**src/design/vrf_pkg.sv**
```systemverilog
`default_nettype none

package vrf_pkg;

  ////////////////////////////////////////////////////////////
  // Geometry of the register file and the memory word
  ////////////////////////////////////////////////////////////

  localparam int unsigned VLEN = 128;
  localparam int unsigned PIPE_WIDTH = 32;
  localparam int unsigned REG_ADDR_W = 5;

  // Words that make up one vector register
  localparam int unsigned WORDS_PER_REG = VLEN / PIPE_WIDTH;
  localparam int unsigned WORD_SEL_W = $clog2(WORDS_PER_REG);

  // A group at LMUL 8 covers eight registers
  localparam int unsigned MAX_LMUL_WORDS = WORDS_PER_REG * 8;
  localparam int unsigned ITER_W = $clog2(MAX_LMUL_WORDS) + 1;
  localparam int unsigned MEM_ADDR_W = REG_ADDR_W + WORD_SEL_W;

  typedef logic [ITER_W-1:0] iter_t;
  typedef logic [MEM_ADDR_W-1:0] mem_addr_t;

  localparam iter_t ITER_BASE = iter_t'(WORDS_PER_REG);
  localparam iter_t ITER_ONE = iter_t'(1);
  localparam mem_addr_t ADDR_ONE = mem_addr_t'(1);

  ////////////////////////////////////////////////////////////
  // Encodings
  ////////////////////////////////////////////////////////////

  // Signed LMUL, 3'b100 is reserved
  typedef enum logic [2:0] {
    LMUL_1   = 3'b000,
    LMUL_2   = 3'b001,
    LMUL_4   = 3'b010,
    LMUL_8   = 3'b011,
    LMUL_1_8 = 3'b101,
    LMUL_1_4 = 3'b110,
    LMUL_1_2 = 3'b111
  } vlmul_e;

  typedef enum logic {
    TAG_RS1 = 1'b0,
    TAG_RS2 = 1'b1
  } rd_tag_e;

  typedef enum logic [2:0] {
    IDLE,
    START,
    READ1,
    READ2,
    WRITE
  } seq_state_e;

  // Accesses selected for every element
  typedef struct packed {
    logic rd_rs1;
    logic rd_rs2;
    logic wr_rd;
  } op_sel_t;

  typedef struct packed {
    op_sel_t               op;
    logic [REG_ADDR_W-1:0] rs1;
    logic [REG_ADDR_W-1:0] rs2;
    logic [REG_ADDR_W-1:0] rd;
    vlmul_e                lmul;
  } vrf_req_t;

  typedef struct packed {
    logic                  we;
    mem_addr_t             addr;
    logic [PIPE_WIDTH-1:0] wdata;
  } mem_req_t;

endpackage

`default_nettype wire

```
**src/design/vrf_op_decode.sv**
```systemverilog
`timescale 1ns/1ps
`default_nettype none

module vrf_op_decode (
  input  wire logic                    clk_i,
  input  wire logic                    rst_ni,
  input  wire logic                    req_i,
  input  wire vrf_pkg::vrf_req_t       req_data_i,
  input  wire logic                    seq_busy_i,
  output logic                         start_o,
  output vrf_pkg::vrf_req_t            cmd_o,
  output logic [vrf_pkg::ITER_W-1:0]   iters_o
);

  logic              legal;
  logic              accept;
  vrf_pkg::iter_t    words;
  logic              start_q;
  vrf_pkg::vrf_req_t cmd_q;
  vrf_pkg::iter_t    iters_q;

  // At least one access has to be selected
  assign legal  = |req_data_i.op;
  assign accept = req_i && !seq_busy_i && legal;

  ////////////////////////////////////////////////////////////
  // Iteration count
  ////////////////////////////////////////////////////////////

  // Word count of the register group
  always_comb begin
    case (req_data_i.lmul)
      vrf_pkg::LMUL_1_8: words = vrf_pkg::ITER_BASE >> 3;
      vrf_pkg::LMUL_1_4: words = vrf_pkg::ITER_BASE >> 2;
      vrf_pkg::LMUL_1_2: words = vrf_pkg::ITER_BASE >> 1;
      vrf_pkg::LMUL_2:   words = vrf_pkg::ITER_BASE << 1;
      vrf_pkg::LMUL_4:   words = vrf_pkg::ITER_BASE << 2;
      vrf_pkg::LMUL_8:   words = vrf_pkg::ITER_BASE << 3;
      default:           words = vrf_pkg::ITER_BASE;
    endcase
    // Small fractions still touch one word
    if (words == '0) begin
      words = vrf_pkg::ITER_ONE;
    end
  end

  always_ff @(posedge clk_i or negedge rst_ni) begin
    if (!rst_ni) begin
      start_q <= 1'b0;
    end else begin
      start_q <= accept;
    end
  end

  // Held until the next accepted request
  always_ff @(posedge clk_i) begin
    if (accept) begin
      cmd_q   <= req_data_i;
      iters_q <= words;
    end
  end

  assign start_o = start_q;
  assign cmd_o   = cmd_q;
  assign iters_o = iters_q;

endmodule

`default_nettype wire

```
**src/design/vrf_sequencer.sv**
```systemverilog
`timescale 1ns/1ps
`default_nettype none

module vrf_sequencer (
  input  wire logic                        clk_i,
  input  wire logic                        rst_ni,
  input  wire logic                        start_i,
  input  wire vrf_pkg::vrf_req_t           cmd_i,
  input  wire logic [vrf_pkg::ITER_W-1:0]  iters_i,
  input  wire logic                        mem_gnt_i,
  input  wire logic                        mem_rvalid_i,
  input  wire logic [vrf_pkg::PIPE_WIDTH-1:0] result_i,
  output logic                             mem_valid_o,
  output vrf_pkg::mem_req_t                mem_req_o,
  output logic                             rd_issue_o,
  output vrf_pkg::rd_tag_e                 rd_tag_o,
  output logic                             last_read_o,
  output logic                             pair_req_o,
  output logic                             busy_o,
  output logic                             done_o
);

  vrf_pkg::seq_state_e            state_q;
  vrf_pkg::seq_state_e            state_d;
  vrf_pkg::seq_state_e            first_state;
  vrf_pkg::iter_t                 remain_q;
  vrf_pkg::iter_t                 remain_d;
  vrf_pkg::mem_addr_t             elem_q;
  vrf_pkg::mem_addr_t             elem_d;
  logic                           elem_end;
  logic                           last_elem;
  logic                           rd_only;
  logic                           done_q;
  logic                           rd_in_flight_q;
  logic [vrf_pkg::REG_ADDR_W-1:0] reg_sel;

  // RD-only elements have no reads to wait for
  assign rd_only = !cmd_i.op.rd_rs1 && !cmd_i.op.rd_rs2;

  // First access of every element
  always_comb begin
    if (cmd_i.op.rd_rs1) begin
      first_state = vrf_pkg::READ1;
    end else if (cmd_i.op.rd_rs2) begin
      first_state = vrf_pkg::READ2;
    end else begin
      first_state = vrf_pkg::WRITE;
    end
  end

  ////////////////////////////////////////////////////////////
  // Element FSM
  ////////////////////////////////////////////////////////////

  // Each access state holds its request until the grant
  always_comb begin
    state_d     = state_q;
    remain_d    = remain_q;
    elem_d      = elem_q;
    mem_valid_o = 1'b0;
    last_read_o = 1'b0;
    elem_end    = 1'b0;

    case (state_q)
      vrf_pkg::IDLE: begin
        if (start_i) begin
          remain_d = iters_i;
          elem_d   = '0;
          state_d  = vrf_pkg::START;
        end
      end

      vrf_pkg::START: begin
        state_d = first_state;
      end

      vrf_pkg::READ1: begin
        mem_valid_o = 1'b1;
        last_read_o = !cmd_i.op.rd_rs2;
        if (mem_gnt_i) begin
          if (cmd_i.op.rd_rs2) begin
            state_d = vrf_pkg::READ2;
          end else if (cmd_i.op.wr_rd) begin
            state_d = vrf_pkg::WRITE;
          end else begin
            elem_end = 1'b1;
          end
        end
      end

      vrf_pkg::READ2: begin
        mem_valid_o = 1'b1;
        last_read_o = 1'b1;
        if (mem_gnt_i) begin
          if (cmd_i.op.wr_rd) begin
            state_d = vrf_pkg::WRITE;
          end else begin
            elem_end = 1'b1;
          end
        end
      end

      vrf_pkg::WRITE: begin
        mem_valid_o = 1'b1;
        if (mem_gnt_i) begin
          elem_end = 1'b1;
        end
      end

      default: begin
        state_d = vrf_pkg::IDLE;
      end
    endcase

    // Move on to the next element or finish
    if (elem_end) begin
      if (last_elem) begin
        state_d = vrf_pkg::IDLE;
      end else begin
        remain_d = remain_q - vrf_pkg::ITER_ONE;
        elem_d   = elem_q + vrf_pkg::ADDR_ONE;
        state_d  = vrf_pkg::START;
      end
    end
  end

  assign last_elem = (remain_q == vrf_pkg::ITER_ONE);

  always_ff @(posedge clk_i or negedge rst_ni) begin
    if (!rst_ni) begin
      state_q        <= vrf_pkg::IDLE;
      remain_q       <= '0;
      elem_q         <= '0;
      done_q         <= 1'b0;
      rd_in_flight_q <= 1'b0;
    end else begin
      state_q  <= state_d;
      remain_q <= remain_d;
      elem_q   <= elem_d;
      done_q   <= elem_end && last_elem;
      // Cleared by the returning data unless a new read goes out
      if (rd_issue_o) begin
        rd_in_flight_q <= 1'b1;
      end else if (mem_rvalid_i) begin
        rd_in_flight_q <= 1'b0;
      end
    end
  end

  ////////////////////////////////////////////////////////////
  // Memory request
  ////////////////////////////////////////////////////////////

  always_comb begin
    case (state_q)
      vrf_pkg::READ1: reg_sel = cmd_i.rs1;
      vrf_pkg::READ2: reg_sel = cmd_i.rs2;
      default:        reg_sel = cmd_i.rd;
    endcase
    mem_req_o.we    = (state_q == vrf_pkg::WRITE);
    // Register base plus the element index
    mem_req_o.addr  = {reg_sel, {vrf_pkg::WORD_SEL_W{1'b0}}} + elem_q;
    mem_req_o.wdata = result_i;
  end

  assign rd_issue_o = mem_valid_o && mem_gnt_i && !mem_req_o.we;
  assign rd_tag_o   = (state_q == vrf_pkg::READ2) ? vrf_pkg::TAG_RS2 : vrf_pkg::TAG_RS1;

  // Operand pair shows up in START for RD-only ops
  assign pair_req_o = (state_d == vrf_pkg::START) && rd_only;

  // Stay busy until the last read has returned
  assign busy_o = (state_q != vrf_pkg::IDLE) || start_i || rd_in_flight_q;
  assign done_o = done_q;

endmodule

`default_nettype wire

```
**src/design/vrf_operand_regs.sv**
```systemverilog
`timescale 1ns/1ps
`default_nettype none

module vrf_operand_regs (
  input  wire logic                            clk_i,
  input  wire logic                            rst_ni,
  input  wire logic                            rd_issue_i,
  input  wire vrf_pkg::rd_tag_e                rd_tag_i,
  input  wire logic                            last_read_i,
  input  wire logic                            pair_req_i,
  input  wire logic                            mem_rvalid_i,
  input  wire logic [vrf_pkg::PIPE_WIDTH-1:0]  mem_rdata_i,
  output logic                                 operand_valid_o,
  output logic [2*vrf_pkg::PIPE_WIDTH-1:0]     operand_o
);

  vrf_pkg::rd_tag_e               tag_q;
  logic                           last_q;
  logic                           valid_q;
  logic [vrf_pkg::PIPE_WIDTH-1:0] rs1_q;
  logic [vrf_pkg::PIPE_WIDTH-1:0] rs2_q;

  // Tag of the one outstanding read
  always_ff @(posedge clk_i or negedge rst_ni) begin
    if (!rst_ni) begin
      tag_q   <= vrf_pkg::TAG_RS1;
      last_q  <= 1'b0;
      valid_q <= 1'b0;
    end else begin
      if (rd_issue_i) begin
        tag_q  <= rd_tag_i;
        last_q <= last_read_i;
      end
      valid_q <= (mem_rvalid_i && last_q) || pair_req_i;
    end
  end

  // Returned word goes where the tag points
  always_ff @(posedge clk_i) begin
    if (mem_rvalid_i) begin
      if (tag_q == vrf_pkg::TAG_RS1) begin
        rs1_q <= mem_rdata_i;
      end else begin
        rs2_q <= mem_rdata_i;
      end
    end
  end

  assign operand_valid_o = valid_q;
  // RS1 in the upper half
  assign operand_o = {rs1_q, rs2_q};

endmodule

`default_nettype wire

```
**src/design/vrf_interface.sv**
```systemverilog
`timescale 1ns/1ps
`default_nettype none

module vrf_interface (
  input  wire logic                            clk_i,
  input  wire logic                            rst_ni,
  // Pipeline request
  input  wire logic                            req_i,
  input  wire vrf_pkg::vrf_req_t               req_data_i,
  output logic                                 busy_o,
  // Operands out and result back
  input  wire logic [vrf_pkg::PIPE_WIDTH-1:0]  result_i,
  output logic                                 operand_valid_o,
  output logic [2*vrf_pkg::PIPE_WIDTH-1:0]     operand_o,
  output logic                                 done_o,
  // Data memory port
  output logic                                 mem_valid_o,
  output vrf_pkg::mem_req_t                    mem_req_o,
  input  wire logic                            mem_gnt_i,
  input  wire logic                            mem_rvalid_i,
  input  wire logic [vrf_pkg::PIPE_WIDTH-1:0]  mem_rdata_i
);

  logic                          start;
  vrf_pkg::vrf_req_t             cmd;
  logic [vrf_pkg::ITER_W-1:0]    iters;
  logic                          rd_issue;
  vrf_pkg::rd_tag_e              rd_tag;
  logic                          last_read;
  logic                          pair_req;

  vrf_op_decode u_decode (
    .clk_i      (clk_i),
    .rst_ni     (rst_ni),
    .req_i      (req_i),
    .req_data_i (req_data_i),
    .seq_busy_i (busy_o),
    .start_o    (start),
    .cmd_o      (cmd),
    .iters_o    (iters)
  );

  vrf_sequencer u_sequencer (
    .clk_i        (clk_i),
    .rst_ni       (rst_ni),
    .start_i      (start),
    .cmd_i        (cmd),
    .iters_i      (iters),
    .mem_gnt_i    (mem_gnt_i),
    .mem_rvalid_i (mem_rvalid_i),
    .result_i     (result_i),
    .mem_valid_o  (mem_valid_o),
    .mem_req_o    (mem_req_o),
    .rd_issue_o   (rd_issue),
    .rd_tag_o     (rd_tag),
    .last_read_o  (last_read),
    .pair_req_o   (pair_req),
    .busy_o       (busy_o),
    .done_o       (done_o)
  );

  vrf_operand_regs u_operands (
    .clk_i           (clk_i),
    .rst_ni          (rst_ni),
    .rd_issue_i      (rd_issue),
    .rd_tag_i        (rd_tag),
    .last_read_i     (last_read),
    .pair_req_i      (pair_req),
    .mem_rvalid_i    (mem_rvalid_i),
    .mem_rdata_i     (mem_rdata_i),
    .operand_valid_o (operand_valid_o),
    .operand_o       (operand_o)
  );

endmodule

`default_nettype wire

```
**config.mk**
```make
export PLATFORM = sky130hd
export DESIGN_NAME = vrf_interface
export DESIGN_NICKNAME = d
export VERILOG_FILES = /design/src/design/vrf_pkg.sv /design/src/design/vrf_op_decode.sv /design/src/design/vrf_sequencer.sv /design/src/design/vrf_operand_regs.sv /design/src/design/vrf_interface.sv
export SDC_FILE = /design/constraint.sdc
export NUM_CORES = 1
export LEC_CHECK = 0
export ABC_AREA = 1
export BUFFER_PORTS_ARGS = -buffer_cell sky130_fd_sc_hd__buf_2
export CAP_MARGIN = 5
export CORE_AREA = 5 5 122 89
export CTS_BUF_LIST = sky130_fd_sc_hd__clkbuf_8
export DETAILED_ROUTE_END_ITERATION = 8
export DIE_AREA = 0 0 127 94
export GPL_ROUTABILITY_DRIVEN = 0
export MAX_ROUTING_LAYER = met4
export PLACE_DENSITY = 0.81
export SYNTH_ARGS = -nofsm -noshare
export SYNTH_HDL_FRONTEND = slang
export SYNTH_SLANG_ARGS = --single-unit
```
**constraint.sdc**
```tcl
create_clock -name clk_i -period 2.8 [get_ports clk_i]
set_input_delay 0 -clock clk_i [delete_from_list [all_inputs] [get_ports clk_i]]
set_output_delay 0 -clock clk_i [all_outputs]
set_load 0.05 [all_outputs]
```
== Yosys cells after proc, flatten, opt, wreduce, memory -nomap -nowiden ==
Cells that the tools add are included.
Storage, ports and cells
  register bits: 110
  input port bits: 90
  output and inout port bits: 108
  word-level logic and storage cells: 88
Operators by class
  add/sub/neg operators: 3
  equal/unequal tests: 12
  multiplexer cells: 31
  bitwise gates (word level): 1
  reduce and logical (&&, ||, !) cells: 23
Operators by type and width (number)
  case mux 6 bit (6 select lines): 1
  two-way mux 7 bit: 4
  two-way mux 3 bit: 8
  two-way mux 6 bit: 4
  case mux 3 bit (5 select lines): 1
  == test 3 x 2 -> 1 bit, second input constant: 4
  == test 3 bit, second input constant: 4
  two-way mux 1 bit: 10
  case mux 5 bit (2 select lines): 1
  == test 3 x 1 -> 1 bit, second input constant: 3
  logical AND 1 bit: 8
  adder 7 x 1 -> 7 bit, second input constant: 1
  adder 7 bit: 1
  == test 6 x 1 -> 1 bit, second input constant: 1
  zero test 6 bit: 1
  OR reduction 3 bit: 2
  subtractor 6 x 1 -> 6 bit, second input constant: 1
  zero test 1 bit: 4
  AND reduction 2 bit: 2
  zero test 3 bit: 1
  logical OR 1 bit: 3
  case mux 1 bit (3 select lines): 1
  nonzero test 3 bit: 1
  case mux 1 bit (2 select lines): 1
  other kinds (2): 2

== Depth between registers and ports, before layout ==
  word-level depth: 8
  depth in mapped cells: 12
  mapped depth without buffers: 12

== By module ==
A second synthesis with hierarchy kept.
Unflattened totals
  cells, all modules: 376
  area, all modules: 4699.5 µm²
By module, submodules not included
  vrf_operand_regs: times used 1, cells an instance 81, area each 2049.5 µm², sequential area each 1996.9 µm²
  vrf_sequencer: times used 1, cells an instance 250, area each 1744.2 µm², sequential area each 450.4 µm²
  vrf_op_decode: times used 1, cells an instance 45, area each 905.9 µm², sequential area each 835.8 µm²

== Worst setup path before layout ==
OpenSTA, ideal clock, no wires.
  path kind: register to register
  start point: reg u_sequencer.state_q[0]
  end point: reg u_decode.cmd_q, in the netlist u_decode.cmd_o[10], enable pin
  setup time: 406 ps
  arrival: 2236 ps
  required time: 2394 ps
  path slack: 158 ps
  stages on the path, launching flop included: 4
  path buffers: 0
  clock period less this slack: 2642 ps
  path through: dfrtp_1 > nor2_2 > nand3_1 > nor2_1
Between the ends
  cells in the longest elaborated chain, start to end: 6
Ends and longest elaborated chain
  from (decl): RTL line vrf_sequencer.sv:23  | vrf_pkg::seq_state_e state_q;
  from (signal assigned): RTL line vrf_sequencer.sv:131  | state_q <= vrf_pkg::IDLE;
  from (signal assigned): RTL line vrf_sequencer.sv:137  | state_q <= state_d;
  nonzero test 3 bit: RTL line vrf_sequencer.sv:173  | assign busy_o = (state_q != vrf_pkg::IDLE) || start_i || rd_in_flight_q;
  logical OR 1 bit (2 in a row): RTL line vrf_sequencer.sv:173
  net busy_o: RTL line vrf_interface.sv:10  | output logic busy_o,
  zero test 1 bit: RTL line vrf_op_decode.sv:24  | assign accept = req_i && !seq_busy_i && legal;
  logical AND 1 bit (2 in a row): RTL line vrf_op_decode.sv:24
  net u_decode.accept: RTL line vrf_op_decode.sv:16  | logic accept;
  to (signal assigned): RTL line vrf_op_decode.sv:58  | cmd_q <= req_data_i;
  to (decl): RTL line vrf_op_decode.sv:19  | vrf_pkg::vrf_req_t cmd_q;
The timed path passes the listed nets, and every way through them passes these cells.
A chain may end at the register's enable or synchronous reset.

==> flow_summary.ini <==
[floorplanning]
coreArea_mm2 = 0.00953
die_y_um = 94
die-width_um = 127
start_util_pct = 47.9
placementRows = 30
die_area_mm2 = 0.0119
io_pins = 198

[critical_path]
cp-end-kind = output port
reg2reg_slack_ps = 850
critical_path_class = register to output port
cp-startpoint = u_sequencer.state_q[1]
endpoint = mem_req_o[38]
arrival_ps = 2620
required_ps = 2800
r2r_cells = 8
reg2reg_from = u_sequencer.state_q[0]
rr_endpoint = u_sequencer.elem_q[4]
crit_path_max_fanout = 7
critical_path.startpoint_type = register

[pwr]
combPwrFrac_pct = 36.9
vdd_ir_drop_max_mv = 0.429
p_sw_share_pct = 41.0
seqPwrFrac_pct = 43.8
p_per_area_mw_per_mm2 = 869
switchingPower_w = 0.00212
clockPowerShare_pct = 19.3
intPower_w = 0.00305
p_leak_nw = 2.66
finalPower_w = 0.00516

[cells_and_area]
post-route-util_pct = 62.3
multiInputGateArea_um2 = 981
syn_to_final_growth_pct = 30.1
fin_nets = 630
antenna_cells = 0
fillers = 737
seqCellArea_mm2 = 0.00319
drive_above_1_share_pct = 31.5

[clock_tree]
cts_buffers = 9
root_buffer = clkbuf_8
numClockSinks = 110
insertion_delay_ps = 370
cts_max_level = 3
clk_pin_slew_ps = 100
cts_tree = built
clock_path_buffers = 2

[timing]
relSlewSlack_pct = 51.2
max_clock_freq_ghz = 0.382
worst_pin_slew_ps = 730
fin_setup_tns_ps = 0
slew_viol_final = 0
fin_hold_ws_ps = 0.0193
fin_skew_ps = 5.13
setup_viol = 0
grt_setup_unrepaired = no
min_period_over_period_pct = 93.6
hold_viol = 0
period_minus_slack_ps = 2620

[drt]
via_per_inst = 4.84
num_vias = 3221
wl_per_cell_um = 16.6
route.met2.wl_um = 5820
wl_met1_um = 4430
dr.pass1.iters = 4
drc_errors = 0
ant_nets = 0
top_layer = met4
wl_met3_um = 586
drt-initial-drc-count = 260
wirelength_um = 11000

[logic_synthesis]
synth_area_leader_cell = edfxtp_1
yosysSeqAreaShare_pct = 70.0
synth.distinct_cells = 31
synth_top_area_share_pct = 57.9
netlist_area_mm2 = 0.00456
netlist_instances = 366
syn_nets = 464
syn_area_per_cell_um2 = 12.5
netlist_top_cells_area = edfxtp_1 (58%), dfrtp_1 (12%), nand2_1 (5.7%), buf_4 (5.6%), nor2_1 (3.0%)
yosysWarnings = 0
synth.ff_latch_count = 110

[grt]
grt_pass1_wl_um = 16700
grt_max_degree = 33
track_usage_pct = 18.7
grt_pass1_vias = 3261
grt_antenna_before_repair = 0
grt-ovfl-total = 0

[place]
dp_hpwl_um = 7470
numPortBuffers = 133

[worst_hold_path]
holdPathStages = 0
hold_path.class = primary input to output port

[status]
status = complete, no violations

[run]
drv_cap = 0
final cells by class:
cell class / count / area share (%)
Clock buffer: 9 / 2.09
Multi-Input combinational cell: 185 / 16.5
Timing Repair Buffer: 194 / 21.4
Sequential cell: 110 / 53.8
Inverter: 32 / 2.02
Tap cell: 128 / 2.70
Clock inverter: 7 / 1.47
layout by cell type (no fill, tap or decap), types with 2 or more instances in the layout:
cell / synthesis / final
nand2_1: 69 / 69
xor2_1: 8 / 8
dfrtp_1: 22 / 21
inv_1: 30 / 30
nand2_4: 2 / 2
clkinv_4: 0 / 3
buf_4: 34 / 4
a21oi_1: 6 / 6
clkbuf_8: 0 / 9
a21oi_2: 2 / 2
nor3_1: 4 / 4
o21ai_1: 4 / 4
o21ai_0: 7 / 7
inv_2: 2 / 2
o22ai_1: 5 / 5
nand3_1: 21 / 21
inv_8: 0 / 2
ha_1: 7 / 7
dlygate4sd3_1: 0 / 57
nor2_2: 2 / 4
edfxtp_1: 88 / 88
buf_2: 3 / 132
nor2_1: 36 / 34
how the worst min path moves through the flow:
stage                       startpoint                       to  slack, ps
final                     result_i[17]            mem_req_o[17]       0.02
after floorplan                 rst_ni         u_decode.start_o       -300
after CTS                  result_i[0]             mem_req_o[0]        0.3
after global routing       result_i[4]             mem_req_o[4]       0.08
after detailed placement        rst_ni  u_sequencer.remain_q[0]        0.3
after global placement          rst_ni  u_sequencer.remain_q[4]         -3
layer usage:
metal	up-vias	global-route usage, %
met5	-	-
met4	0	5.89
met3	25	4.15
met2	134	31.5
met1	1525	22.9
li1	1537	-
state kept, by name (all words and copies together) (netlist names), 3 cells and up:
signal	count
u_decode.cmd_o	18
u_decode.iters_o	6
u_operands.rs1_q	32
u_operands.rs2_q	32
u_sequencer.elem_q	7
u_sequencer.remain_q	6
u_sequencer.state_q	3
worst max-delay path, stage by stage, from the launching register on:
cell and delay [ps]:
dfrtp_2 400, inv_1 90, nor2_4 180, nand2_1 120, o22ai_1 140, nor2_1 80, ha_1 210, fa_2 360
nand3_1 120, nand2_1 60, nand2_1 60, nand2_1 80, xnor2_2 190, buf_6 180
Yosys cell counts (all sizes together):
cell    number
a21oi        8
a31oi        1
and2         1
buf         39
dfrtp       22
edfxtp      88
fa           1
ha           7
inv         32
nand2       71
nand3       22
nand3b       1
nand4        2
nor2        39
nor3         4
nor3b        1
o21ai       11
o22ai        5
o31ai        1
xnor2        2
xor2         8
power groups by stage:
stage          clock network (W)  registers (W)  logic (W)
2_1_floorplan                  0        0.00264    0.00116
3_3_place_gp                   0        0.00228    0.00175
3_5_place_dp                   0        0.00230    0.00179
4_1_cts                  0.00102        0.00226    0.00188
5_1_grt                  0.00109        0.00229    0.00204
6_report                0.000997        0.00226    0.00190
cell families (layout without fill, tap and decap cells):
family	Yosys count	in the layout	share of synthesized area, %
XOR/XNOR	10	10	1.92
AND/OR/NAND/NOR	141	141	13.5
AO/OA/AOI/OAI	26	26	3.23
adder cells (fa/ha/maj)	8	8	2.36
flip-flops	110	110	70.0
buffers and inverters	71	242	9.05
through the flow:
stage	instance area (um^2)	setup WS [ps]	cells
3_5_place_dp	5120	408	591
4_1_cts	5910	30.0	664
2_1_floorplan	4560	158	366
3_3_place_gp	5120	558	591
5_1_grt	5940	0.506	665
6_report	5940	180	665
timing repair:
item                                    in CTS  in global routing
hold endpoints to repair                   111                  0
setup buffers                                0                  1
endpoints found under the setup margin       1                  1
pin swaps                                    0                  1
hold buffers                                57                  0
resized for setup                            1                  5
No activity file was read; power rests on OpenSTA's default activity.
